==> config.mk <==
export PLATFORM = sky130hd
export DESIGN_NAME = branch_predictor
export DESIGN_NICKNAME = d
export VERILOG_FILES = /design/src/rtl/bp_pkg.sv /design/src/rtl/bp_write_if.sv /design/src/rtl/bp_table.sv /design/src/rtl/bp_update.sv /design/src/rtl/bp_clear_ctrl.sv /design/src/rtl/branch_predictor.sv
export SDC_FILE = /design/constraint.sdc
export NUM_CORES = 1
export LEC_CHECK = 0
export BUFFER_PORTS_ARGS = -buffer_cell sky130_fd_sc_hd__buf_2
export CAP_MARGIN = 20
export CORE_MARGIN = 2
export CORE_UTILIZATION = 40
export DETAILED_ROUTE_END_ITERATION = 12
export HOLD_SLACK_MARGIN = 0.12
export PLACE_DENSITY = 0.62
export SETUP_SLACK_MARGIN = 0.2
export SYNTH_ARGS = -nofsm -noshare
export SYNTH_HDL_FRONTEND = slang
export SYNTH_SLANG_ARGS = --single-unit
==> constraint.sdc <==
create_clock -name clk_i -period 23.3 [get_ports clk_i]
set_input_delay 4.66 -clock clk_i [delete_from_list [all_inputs] [get_ports clk_i]]
set_output_delay 4.66 -clock clk_i [all_outputs]
set_load 0.01 [all_outputs]
==> src/rtl/bp_pkg.sv <==
////////////////////////////////////////////////////////////
// Branch predictor package
// Widths, table index layout, counter encodings and the
// clear controller state type
////////////////////////////////////////////////////////////

package bp_pkg;

  ////////////////////////////////////////////////////////////
  // Widths
  localparam int XLEN              = 32;
  localparam int BP_GLOBAL_BITS    = 2;  // Global history bits in the index
  localparam int BP_LOCAL_BITS     = 6;  // PC bits in the index
  localparam int BP_LOCAL_BITS_LSB = 2;  // Word aligned instructions
  localparam int INDEX_BITS        = BP_GLOBAL_BITS + BP_LOCAL_BITS;
  localparam int TABLE_DEPTH       = 1 << INDEX_BITS;

  typedef logic [XLEN-1:0]           pc_t;
  typedef logic [BP_GLOBAL_BITS-1:0] history_t;
  typedef logic [INDEX_BITS-1:0]     bp_index_t;
  typedef logic [1:0]                bp_count_t;  // MSB set means taken

  ////////////////////////////////////////////////////////////
  // Counter encodings
  localparam bp_count_t STRONG_NOT_TAKEN = 2'd0;
  localparam bp_count_t WEAK_NOT_TAKEN   = 2'd1;
  localparam bp_count_t WEAK_TAKEN       = 2'd2;
  localparam bp_count_t STRONG_TAKEN     = 2'd3;

  // Clear controller states
  typedef enum logic
  {
    CLEAR,
    READY
  } clear_state_t;

  // Table index, history above the PC bits
  function automatic bp_index_t bp_make_index(input pc_t pc, input history_t history);
    bp_index_t idx;
    idx = {history, pc[BP_LOCAL_BITS_LSB +: BP_LOCAL_BITS]};
    return idx;
  endfunction

endpackage

==> src/rtl/bp_write_if.sv <==
////////////////////////////////////////////////////////////
// Counter table write port
// Single cycle write, no acknowledge
////////////////////////////////////////////////////////////

interface bp_write_if;

  logic              we;     // Write on rising edge
  bp_pkg::bp_index_t waddr;
  bp_pkg::bp_count_t wdata;

  // Write driver side
  modport ctrl
  (
    output we,
    output waddr,
    output wdata
  );

  // Storage side
  modport tbl
  (
    input we,
    input waddr,
    input wdata
  );

endinterface

==> src/rtl/bp_table.sv <==
////////////////////////////////////////////////////////////
// Branch prediction counter table
// One registered read port holding on stall, one write port
////////////////////////////////////////////////////////////

module bp_table
(
  input  logic              clk_i,
  input  logic              rst_n_i,
  input  logic              stall_i,      // Decoder stalled, hold prediction

  input  bp_pkg::bp_index_t rd_index_i,
  output bp_pkg::bp_count_t rd_count_o,

  bp_write_if.tbl           wr
);

  ////////////////////////////////////////////////////////////
  // Storage
  //
  bp_pkg::bp_count_t mem [bp_pkg::TABLE_DEPTH];

  // Filled by the clear walk after reset
  always_ff @(posedge clk_i)
  begin
    if (wr.we)
    begin
      mem[wr.waddr] <= wr.wdata;
    end
  end

  ////////////////////////////////////////////////////////////
  // Read port
  //

  // Same entry read and written on one edge returns the old value
  always_ff @(posedge clk_i or negedge rst_n_i)
  begin
    if (!rst_n_i)
    begin
      rd_count_o <= bp_pkg::STRONG_NOT_TAKEN;
    end
    else if (!stall_i)
    begin
      rd_count_o <= mem[rd_index_i];
    end
  end

endmodule

==> src/rtl/bp_update.sv <==
////////////////////////////////////////////////////////////
// Branch resolve feedback
// Table index and next saturated counter for a resolved branch
////////////////////////////////////////////////////////////

module bp_update
(
  input  logic                update_i,          // Branch resolved
  input  bp_pkg::pc_t         update_pc_i,
  input  bp_pkg::history_t    update_history_i,
  input  bp_pkg::bp_count_t   update_predict_i,  // Counter used for the prediction
  input  logic                update_taken_i,    // Actual outcome

  output logic                req_o,
  output bp_pkg::bp_index_t   req_index_o,
  output bp_pkg::bp_count_t   req_count_o
);

  // Request valid in the same cycle as the resolve
  assign req_o       = update_i;
  assign req_index_o = bp_pkg::bp_make_index(update_pc_i, update_history_i);

  ////////////////////////////////////////////////////////////
  // Saturating step toward the outcome
  //
  always_comb
  begin
    if (update_taken_i)
    begin
      if (update_predict_i == bp_pkg::STRONG_TAKEN)
      begin
        req_count_o = bp_pkg::STRONG_TAKEN;          // Saturate high
      end
      else
      begin
        req_count_o = update_predict_i + 2'd1;
      end
    end
    else
    begin
      if (update_predict_i == bp_pkg::STRONG_NOT_TAKEN)
      begin
        req_count_o = bp_pkg::STRONG_NOT_TAKEN;      // Saturate low
      end
      else
      begin
        req_count_o = update_predict_i - 2'd1;
      end
    end
  end

endmodule

==> src/rtl/bp_clear_ctrl.sv <==
////////////////////////////////////////////////////////////
// Table clear controller
// Walks the table with weakly not taken after reset, then
// forwards branch updates to the write port
////////////////////////////////////////////////////////////

module bp_clear_ctrl
(
  input  logic              clk_i,
  input  logic              rst_n_i,

  // Update request from the branch unit side
  input  logic              req_i,
  input  bp_pkg::bp_index_t req_index_i,
  input  bp_pkg::bp_count_t req_count_i,

  bp_write_if.ctrl          wr,

  output logic              ready_o
);

  ////////////////////////////////////////////////////////////
  // State
  //
  bp_pkg::clear_state_t state_q;
  bp_pkg::bp_index_t    clr_addr_q;    // Next entry to clear
  logic                 clr_last;

  assign clr_last = (clr_addr_q == bp_pkg::bp_index_t'(bp_pkg::TABLE_DEPTH - 1));

  always_ff @(posedge clk_i or negedge rst_n_i)
  begin
    if (!rst_n_i)
    begin
      state_q    <= bp_pkg::CLEAR;
      clr_addr_q <= '0;
    end
    else
    begin
      case (state_q)
        bp_pkg::CLEAR:
        begin
          clr_addr_q <= clr_addr_q + 1'b1;
          if (clr_last)
          begin
            state_q <= bp_pkg::READY;  // Last entry written this edge
          end
        end
        default:
        begin
          state_q <= bp_pkg::READY;    // Stays until next reset
        end
      endcase
    end
  end

  // Ready one edge after the last clear write
  always_ff @(posedge clk_i or negedge rst_n_i)
  begin
    if (!rst_n_i)
    begin
      ready_o <= 1'b0;
    end
    else
    begin
      ready_o <= (state_q == bp_pkg::READY);
    end
  end

  ////////////////////////////////////////////////////////////
  // Write port select
  //
  always_comb
  begin
    if (state_q == bp_pkg::CLEAR)
    begin
      wr.we    = 1'b1;
      wr.waddr = clr_addr_q;
      wr.wdata = bp_pkg::WEAK_NOT_TAKEN;
    end
    else
    begin
      wr.we    = req_i & ready_o;  // Updates before ready are dropped
      wr.waddr = req_index_i;
      wr.wdata = req_count_i;
    end
  end

endmodule

==> src/rtl/branch_predictor.sv <==
////////////////////////////////////////////////////////////
// Branch prediction unit
// Two bit saturating counter table indexed by PC and
// global history
////////////////////////////////////////////////////////////

module branch_predictor
(
  input  logic              clk_i,
  input  logic              rst_n_i,

  // Prediction read from fetch
  input  logic              stall_i,
  input  bp_pkg::pc_t       predict_pc_i,
  input  bp_pkg::history_t  predict_history_i,
  output bp_pkg::bp_count_t predict_o,

  // Update from the branch unit
  input  logic              update_i,
  input  bp_pkg::pc_t       update_pc_i,
  input  bp_pkg::history_t  update_history_i,
  input  bp_pkg::bp_count_t update_predict_i,
  input  logic              update_taken_i,

  output logic              ready_o          // Table clear done
);

  ////////////////////////////////////////////////////////////
  // Signals
  //
  bp_pkg::bp_index_t rd_index;
  logic              req;
  bp_pkg::bp_index_t req_index;
  bp_pkg::bp_count_t req_count;

  bp_write_if u_wr_if ();

  // History bits above the PC bits
  assign rd_index = bp_pkg::bp_make_index(predict_pc_i, predict_history_i);

  ////////////////////////////////////////////////////////////
  // Blocks
  //
  bp_table u_table (
    .clk_i      ( clk_i     ),
    .rst_n_i    ( rst_n_i   ),
    .stall_i    ( stall_i   ),
    .rd_index_i ( rd_index  ),
    .rd_count_o ( predict_o ),
    .wr         ( u_wr_if   )
  );

  bp_update u_update (
    .update_i         ( update_i         ),
    .update_pc_i      ( update_pc_i      ),
    .update_history_i ( update_history_i ),
    .update_predict_i ( update_predict_i ),
    .update_taken_i   ( update_taken_i   ),
    .req_o            ( req              ),
    .req_index_o      ( req_index        ),
    .req_count_o      ( req_count        )
  );

  bp_clear_ctrl u_clear_ctrl (
    .clk_i       ( clk_i     ),
    .rst_n_i     ( rst_n_i   ),
    .req_i       ( req       ),
    .req_index_i ( req_index ),
    .req_count_i ( req_count ),
    .wr          ( u_wr_if   ),
    .ready_o     ( ready_o   )
  );

endmodule

==> results of run 1 <==
[cell families (layout without fill, tap and decap cells)]
kind of cell	count (synthesis)	in the layout	synth area share [%]
flops	524	524	72.1
simple gates	423	423	8.01
mux	172	172	13.9
compound gates	104	104	3.51
buf+inv	93	142	2.13
xor+xnor	7	7	0.282
fa+ha+maj	1	1	0.0575
other cells	0	1	0
[worst paths after layout]
check	from	endpoint	slack (ps)	depth (start not counted)
worst min-delay path	u_clear_ctrl.clr_addr_q[6]$_DFFE_PN0N_	u_clear_ctrl.clr_addr_q[6]$_DFFE_PN0N_	540	1
worst max-delay path	predict_pc_i[3]	u_table.rd_count_o[1]$_DFFE_PN0N_	15390	8
worst max register to register	u_clear_ctrl.state_q$_DFF_PN0_	u_table.mem[209][1]$_DFFE_PP_	19210	4
worst min register to register	u_clear_ctrl.clr_addr_q[6]$_DFFE_PN0N_	u_clear_ctrl.clr_addr_q[6]$_DFFE_PN0N_	540	1
max in group asynchronous	rst_n_i	u_table.rd_count_o[1]$_DFFE_PN0N_	19020	1
min in group asynchronous	rst_n_i	u_clear_ctrl.clr_addr_q[0]$_DFFE_PN0N_	3990	1
[synthesized netlist by cell type, drive strengths merged (2+ instances only)]
master / instances
a211o: 3
a211oi: 8
a21oi: 5
a221oi: 14
a22o: 8
a22oi: 10
a31oi: 2
a32o: 2
and2: 4
and3: 3
buf: 35
clkbuf: 48
dfrtp: 12
edfxtp: 512
inv: 9
mux2i: 67
mux4: 104
nand2: 75
nand2b: 3
nand3: 37
nand3b: 3
nand4: 4
nand4b: 2
nor2: 273
nor2b: 12
nor4: 2
o211ai: 8
o21a: 2
o21ai: 21
o22ai: 5
o311ai: 3
o31ai: 4
o32ai: 7
or3: 2
xnor2: 5
xor2: 2
[area by class of cell]
class	count	area share, %
clock buffer	65	5.73
antenna	1	0.0103
inverter	10	0.155
multi-input combinational	707	23.2
tap	696	3.58
sequential	524	64.5
clock inverter	29	1.73
timing repair buffer	38	1.11
[metrics by stage]
stage | setup slack [ps] | utilization, % | cell area (um2)
2_1_floorplan | 6430 | - | 21700
3_3_place_gp | 14810 | 41.7 | 22500
3_5_place_dp | 14790 | 41.7 | 22500
4_1_cts | 15420 | 45.1 | 24300
5_1_grt | 15210 | 45.1 | 24300
6_report | 15390 | 45.1 | 24300
[worst max-delay path, delay by kind of cell]
kind	cells	cell delay [ps]
buffers and inverters	3	2110
muxes	1	610
and+or+nand+nor	1	210
AOI/OAI and AO/OA	3	660
[where the power goes]
group          switching [W]  internal [W]  total (W)
Clock               0.000346      0.000543   0.000889
Combinational      0.0000336     0.0000215  0.0000552
Sequential       0.000000457       0.00102    0.00102
[state kept, by name, summed over array words and instances, names as in the netlist]
name	count
u_table.rd_count_o	2
u_clear_ctrl.clr_addr_q	8
u_clear_ctrl.state_q	1
u_clear_ctrl.ready_o	1
u_table.mem	512
[metal layers]
layer,wire length (um),share of wire (%),up-vias,GRT usage (%)
li1,-,-,5182,-
met5,0,0,-,0
met2,24000,48,466,29.0
met3,4050,8.1,81,4.24
met1,21000,42,6120,24.5
met4,1230,2.4,0,5.49
==> summary.md, run 1 <==
| Metric | Value |
|---|---|
| Detailed placer's ending HPWL | `~29000 um` |
| Setup Viol. Count Final | `0` |
| Worst-margin pin slew | `about 1200 ps` |
| Initial antenna violation count | `2` |
| Post-layout min period | `approximately 7900 ps` |
| I/O Buffers | `25` |
| DRT Pass-1 Iters | `5` |
| TNS Setup | `0 ps` |
| Total congestion overflow | `0` |
| CP Capture Type | `flip-flop` |
| First-pass GRT wire length | `around 75000 um` |
| Synth area leaders | `edfxtp_1 71%, mux4_2 11%, nor2_1 4.7%` |
| Most frequent cells in the layout | `512 x edfxtp_1, 273 x nor2_1, 104 x mux4_2` |
| IO Pins | `slightly below 80` |
| Routed vias/inst | `roughly 5.7` |
| Yosys top cell area share | `approximately 70%` |
| Filler cell count in the final layout | `4656` |
| Worst-path clk slew | `~60 ps` |
| Die footprint | `around 56000 um2` |
| Outcome | `finished, final reports clean` |
| Mean post-synth cell area | `around 16 um2` |
| Synth Cell Area | `21700 um2` |
| CP Cell Sequence | `clkbuf_8 > buf_4 > buf_4 > mux4_2 > o21ai_0 > nand4_1 > a211oi_1 > o311ai_1` |
| Hold_buf cts | `0` |
| Number of global-route vias before repair | `~12000` |
| Clk sink count | `524` |
| Post-cts resize count | `0` |
| Largest net degree at the start of global routing | `approximately 260` |
| Sequential Area | `15700 um2` |
| Wire length per cell | `24.3 um` |
| Tot Pwr | `0.00196 W` |
| Max-Cap Viols | `0` |
| CTS Buffer Depth | `3` |
| RSZ-0062 raised after global routing | `no` |
| Worst Path Required | `23760 ps` |
| ANT nets after route | `0` |
| Period utilization | `between 30% and 40%` |
| Post-synthesis cell count | `around 1300` |
| Dpl cells | `1974` |
| Worst slew margin | `between 10% and 20%` |
| Post-synth EDFFs | `roughly 510` |
| Area grow syn2layout | `11.7%` |
| Synth cell types | `51` |
| Clk Latency, worst-skew pair | `around 600 ps` |
| Placeable Area | `between 50000 and 60000 um2` |
| YS warnings | `0` |
| DRT iter0 DRCs | `~1200` |
| Starting Density | `between 40% and 50%` |
| Share of cells above drive strength 1 | `16.3%` |
| Max incr delay on CP | `between 800 and 900 ps` |
| Top cell type by total area after synthesis | `edfxtp_1` |
| Critical Setup Path Class | `input pin to flip-flop` |
| Num rows | `between 80 and 90` |
| CP Max Fanout | `between 50 and 60` |
| Area occupied by multi-input gates | `approximately 5600 um2` |
| Die W | `about 240 um` |
| Fin. Hold Viols | `0` |
| Commonest non-fill, non-tap cell in the layout | `edfxtp_1` |
| Routability cong. | `between 0.7 and 0.8` |
| Die height | `237 um` |
| FF+latch count, synth | `around 520` |
| CP most frequent cell | `buf_4` |
| Final cell count without fillers | `a little over 2000` |
| Mapped Nets | `1400` |
| Post-CTS Setup Repair Bufs | `0` |
| Fin nets | `about 1400` |
| Clock skew | `about 11 ps` |
| Leak | `slightly above 7 nW` |
| H-tree depth | `2` |
| Fraction of registers with async set or reset after synthesis | `around 2.3%` |
| CTS Root Cell | `clkbuf_16` |
| GRT Util Overall | `18.0%` |
| Fmax | `0.126 GHz` |
| Post-route DRC | `0` |
| Register area share after synthesis | `72.1%` |
| CP max-delay cell | `buf_4` |
| Hold WS | `537 ps` |
| Worst EP arrival | `between 8000 and 9000 ps` |
| Pwr per Cell Area | `slightly above 80 nW/um2` |
| Hold Crit Class | `flip-flop to flip-flop` |
| Total Routed Length | `50300 um` |
| Max IR drop VDD | `just over 50 uV` |
| CTS tree | `yes` |
| Inserted Clock Buffers | `52` |
| Max Transition Viols Final | `0` |
| CP startpoint kind | `input pin` |
| Vias | `approximately 12000` |
| Dominant synthesized flop cell | `edfxtp_1` |
Note: power is estimated with default switching activity, not from simulation.
==> run 2, diff against run 1 <==
--- a/config.mk
+++ b/config.mk
@@ -11,7 +11,7 @@
 export CORE_UTILIZATION = 40
 export DETAILED_ROUTE_END_ITERATION = 12
 export HOLD_SLACK_MARGIN = 0.12
-export PLACE_DENSITY = 0.62
+export PLACE_DENSITY = 0.64
 export SETUP_SLACK_MARGIN = 0.2
 export SYNTH_ARGS = -nofsm -noshare
 export SYNTH_HDL_FRONTEND = slang
==> constraint.sdc (replaced) <==
create_clock -name clk_i -period 6.8 [get_ports clk_i]
set_input_delay 1.36 -clock clk_i [delete_from_list [all_inputs] [get_ports clk_i]]
set_output_delay 1.36 -clock clk_i [all_outputs]
set_load 0.01 [all_outputs]
==> summary.md, run 2 (synthesis gave the netlist of run 1 again) <==
| Metric | Value |
|---|---|
| Outcome | `finished, final reports clean` |
| Total congestion overflow | `0` |
| Clk sink count | `around 520` |
| Pwr per Cell Area | `roughly 270 nW/um2` |
| Number of global-route vias before repair | `12200` |
| Worst EP arrival | `4340 ps` |
| Hold Crit Class | `flip-flop to flip-flop` |
| Routability cong. | `0.823` |
| Worst Path Required | `~7000 ps` |
| Max Transition Viols Final | `0` |
| Setup Viol. Count Final | `0` |
| Met1 usage | `roughly a quarter` |
| Inserted Clock Buffers | `53` |
| RSZ-0062 raised after global routing | `no` |
| Internal | `between 0.005 and 0.006 W` |
| Post-CTS Setup Repair Bufs | `0` |
| Most frequent cells in the layout | `512 x edfxtp_1, 273 x nor2_1, 104 x mux4_2` |
| Area grow syn2layout | `10.7%` |
| Total Routed Length | `just over 50000 um` |
| Wire length per cell | `~24 um` |
| Sw Pwr | `between 0.001 and 0.0015 W` |
| GRT Util Overall | `about 18%` |
| Worst slew margin | `16.0%` |
| CTS Root Cell | `clkbuf_16` |
| Max IR drop VDD | `between 200 and 250 uV` |
| Post-route DRC | `0` |
| Fin. Hold Viols | `0` |
| GR peak layer | `met2` |
| Die height | `~240 um` |
| Num rows | `85` |
| Fmax | `roughly 0.24 GHz` |
| Post-layout min period | `4090 ps` |
| H-tree depth | `2` |
| Post-cts resize count | `0` |
| ANT nets after route | `0` |
| N_diodes | `0` |
| Reg power frac | `between 50 and 60%` |
| CP Max Fanout | `27` |
| Clock skew | `13.9 ps` |
| Post-Place Cell Area | `between 20000 and 25000 um2` |
| Placeable Area | `53800 um2` |
| Reg-to-reg endpoint | `u_table.mem[176][1]$_DFFE_PP_` |
| CP startpoint kind | `flip-flop` |
| Reg-to-reg startpoint | `u_clear_ctrl.state_q$_DFF_PN0_` |
| Largest regs | `u_table.mem x512, u_clear_ctrl.clr_addr_q x8, u_table.rd_count_o x2` |
| R2R depth | `4` |
| Fin nets | `about 1400` |
| Grt met3 use | `under 10%` |
| Design area | `24100 um2` |
| CTS Buffer Depth | `3` |
| M2 GR Usage | `between 20 and 30%` |
| Worst-path clk slew | `roughly 60 ps` |
| Hold_buf cts | `0` |
| DRT iter0 DRCs | `1513` |
| CP max-delay cell | `nand3_1` |
| Hold endpoint | `u_clear_ctrl.clr_addr_q[6]$_DFFE_PN0N_` |
| WHS Path Cells | `1` |
| Max FFs per register | `between 500 and 600` |
| Max incr delay on CP | `980 ps` |
| Comb pwr share | `3.0%` |
| Clk pwr share | `about 43%` |
| CP Capture Type | `flip-flop` |
| I/O Buffers | `25` |
| Initial antenna violation count | `1` |
| Clk Latency, worst-skew pair | `between 500 and 600 ps` |
| Leak | `roughly 7 nW` |
| Routed vias/inst | `~5.8` |
| Starting Density | `around two fifths` |
| Detailed placer's ending HPWL | `29900 um` |
| TNS Setup | `0 ps` |
| R2R Setup Slk | `~2700 ps` |
| Reg with most FFs | `u_table.mem` |
| CTS tree | `yes` |
| Vias | `about 12000` |
| Period utilization | `between 60% and 70%` |
| Largest net degree at the start of global routing | `257` |
| Die W | `about 240 um` |
| IO Pins | `between 70 and 80` |
| Share of cells above drive strength 1 | `about 16%` |
| DRT Pass-1 Iters | `7` |
| First-pass GRT wire length | `approximately 75000 um` |
| CP Cell Sequence | `clkinv_1 > o31ai_2 > nand3_1 > nor2_1` |
| Worst-margin pin slew | `between 1000 and 1500 ps` |
| Critical Setup Path Class | `flip-flop to flip-flop` |
| Commonest non-fill, non-tap cell in the layout | `edfxtp_1` |
| Max-Cap Viols | `0` |
| Die footprint | `between 50000 and 60000 um2` |
| Hold Path Origin | `u_clear_ctrl.clr_addr_q[6]$_DFFE_PN0N_` |
| Sw Ratio | `~20%` |
-- run 2: changes by cell type in the layout (fill, tap and decap cells not counted), sizes merged --
cell and delta:
bufinv -7, clkbuf -3, clkinv +13, clkinvlp -4, diode -1
-- run 2: area by class of cell --
type / instances / area [um2]
multi-input combinational: 707 / 5630
fill: 4701 / 29700
inverter: 10 / 37.5
clock buffer: 62 / 1360
sequential: 524 / 15700
clock inverter: 31 / 233
tap: 696 / 871
timing repair buffer: 38 / 260
-- run 2: layer usage --
layer	vias to the layer above	routed length, um
li1	5171	-
met1	6170	21400
met2	462	24000
met3	89	3540
met4	0	1380
met5	-	0
-- run 2: worst max path at each step --
stage	from	depth (start not counted)	slack [ps]	endpoint
floorplan	update_predict_i[1]	2	300	u_table.mem[0][1]$_DFFE_PP_
global placement	predict_pc_i[2]	9	2320	u_table.rd_count_o[1]$_DFFE_PN0N_
detailed placement	predict_pc_i[2]	9	2290	u_table.rd_count_o[1]$_DFFE_PN0N_
CTS	u_clear_ctrl.state_q$_DFF_PN0_	4	2700	u_table.mem[176][0]$_DFFE_PP_
global route	u_clear_ctrl.state_q$_DFF_PN0_	4	2410	u_table.mem[176][1]$_DFFE_PP_
finish	u_clear_ctrl.state_q$_DFF_PN0_	4	2710	u_table.mem[176][1]$_DFFE_PP_
-- run 2: power by group through the flow --
stage	clock, W	combinational, W	sequential, W
5_1_grt	0.00289	0.000203	0.00349
6_report	0.00273	0.000190	0.00349
4_1_cts	0.00277	0.000191	0.00349
3_5_place_dp	0	0.000191	0.00356
3_3_place_gp	0	0.000190	0.00356
2_1_floorplan	0	0.000134	0.00356
-- run 2: worst max-delay path: cells and delay by family, from the launching register on --
family,cells,cell delay (ps)
DFF,1,900
AOI/OAI and AO/OA,1,790
and+or+nand+nor,2,1480
buffers and inverters,1,580
-- run 2: stage by stage --
step / worst slack [ps] / power [W] / hold slack, ps / instances / utilization (%)
finish: 2710 / 0.00642 / 550 / 2068 / 44.7
floorplan: 297 / 0.00369 / 352 / 1324 / -
global placement: 2320 / 0.00375 / 512 / 1974 / 41.7
CTS: 2700 / 0.00646 / 550 / 2068 / 44.7
global route: 2410 / 0.00658 / 590 / 2068 / 44.7
detailed placement: 2290 / 0.00375 / 525 / 1975 / 41.8
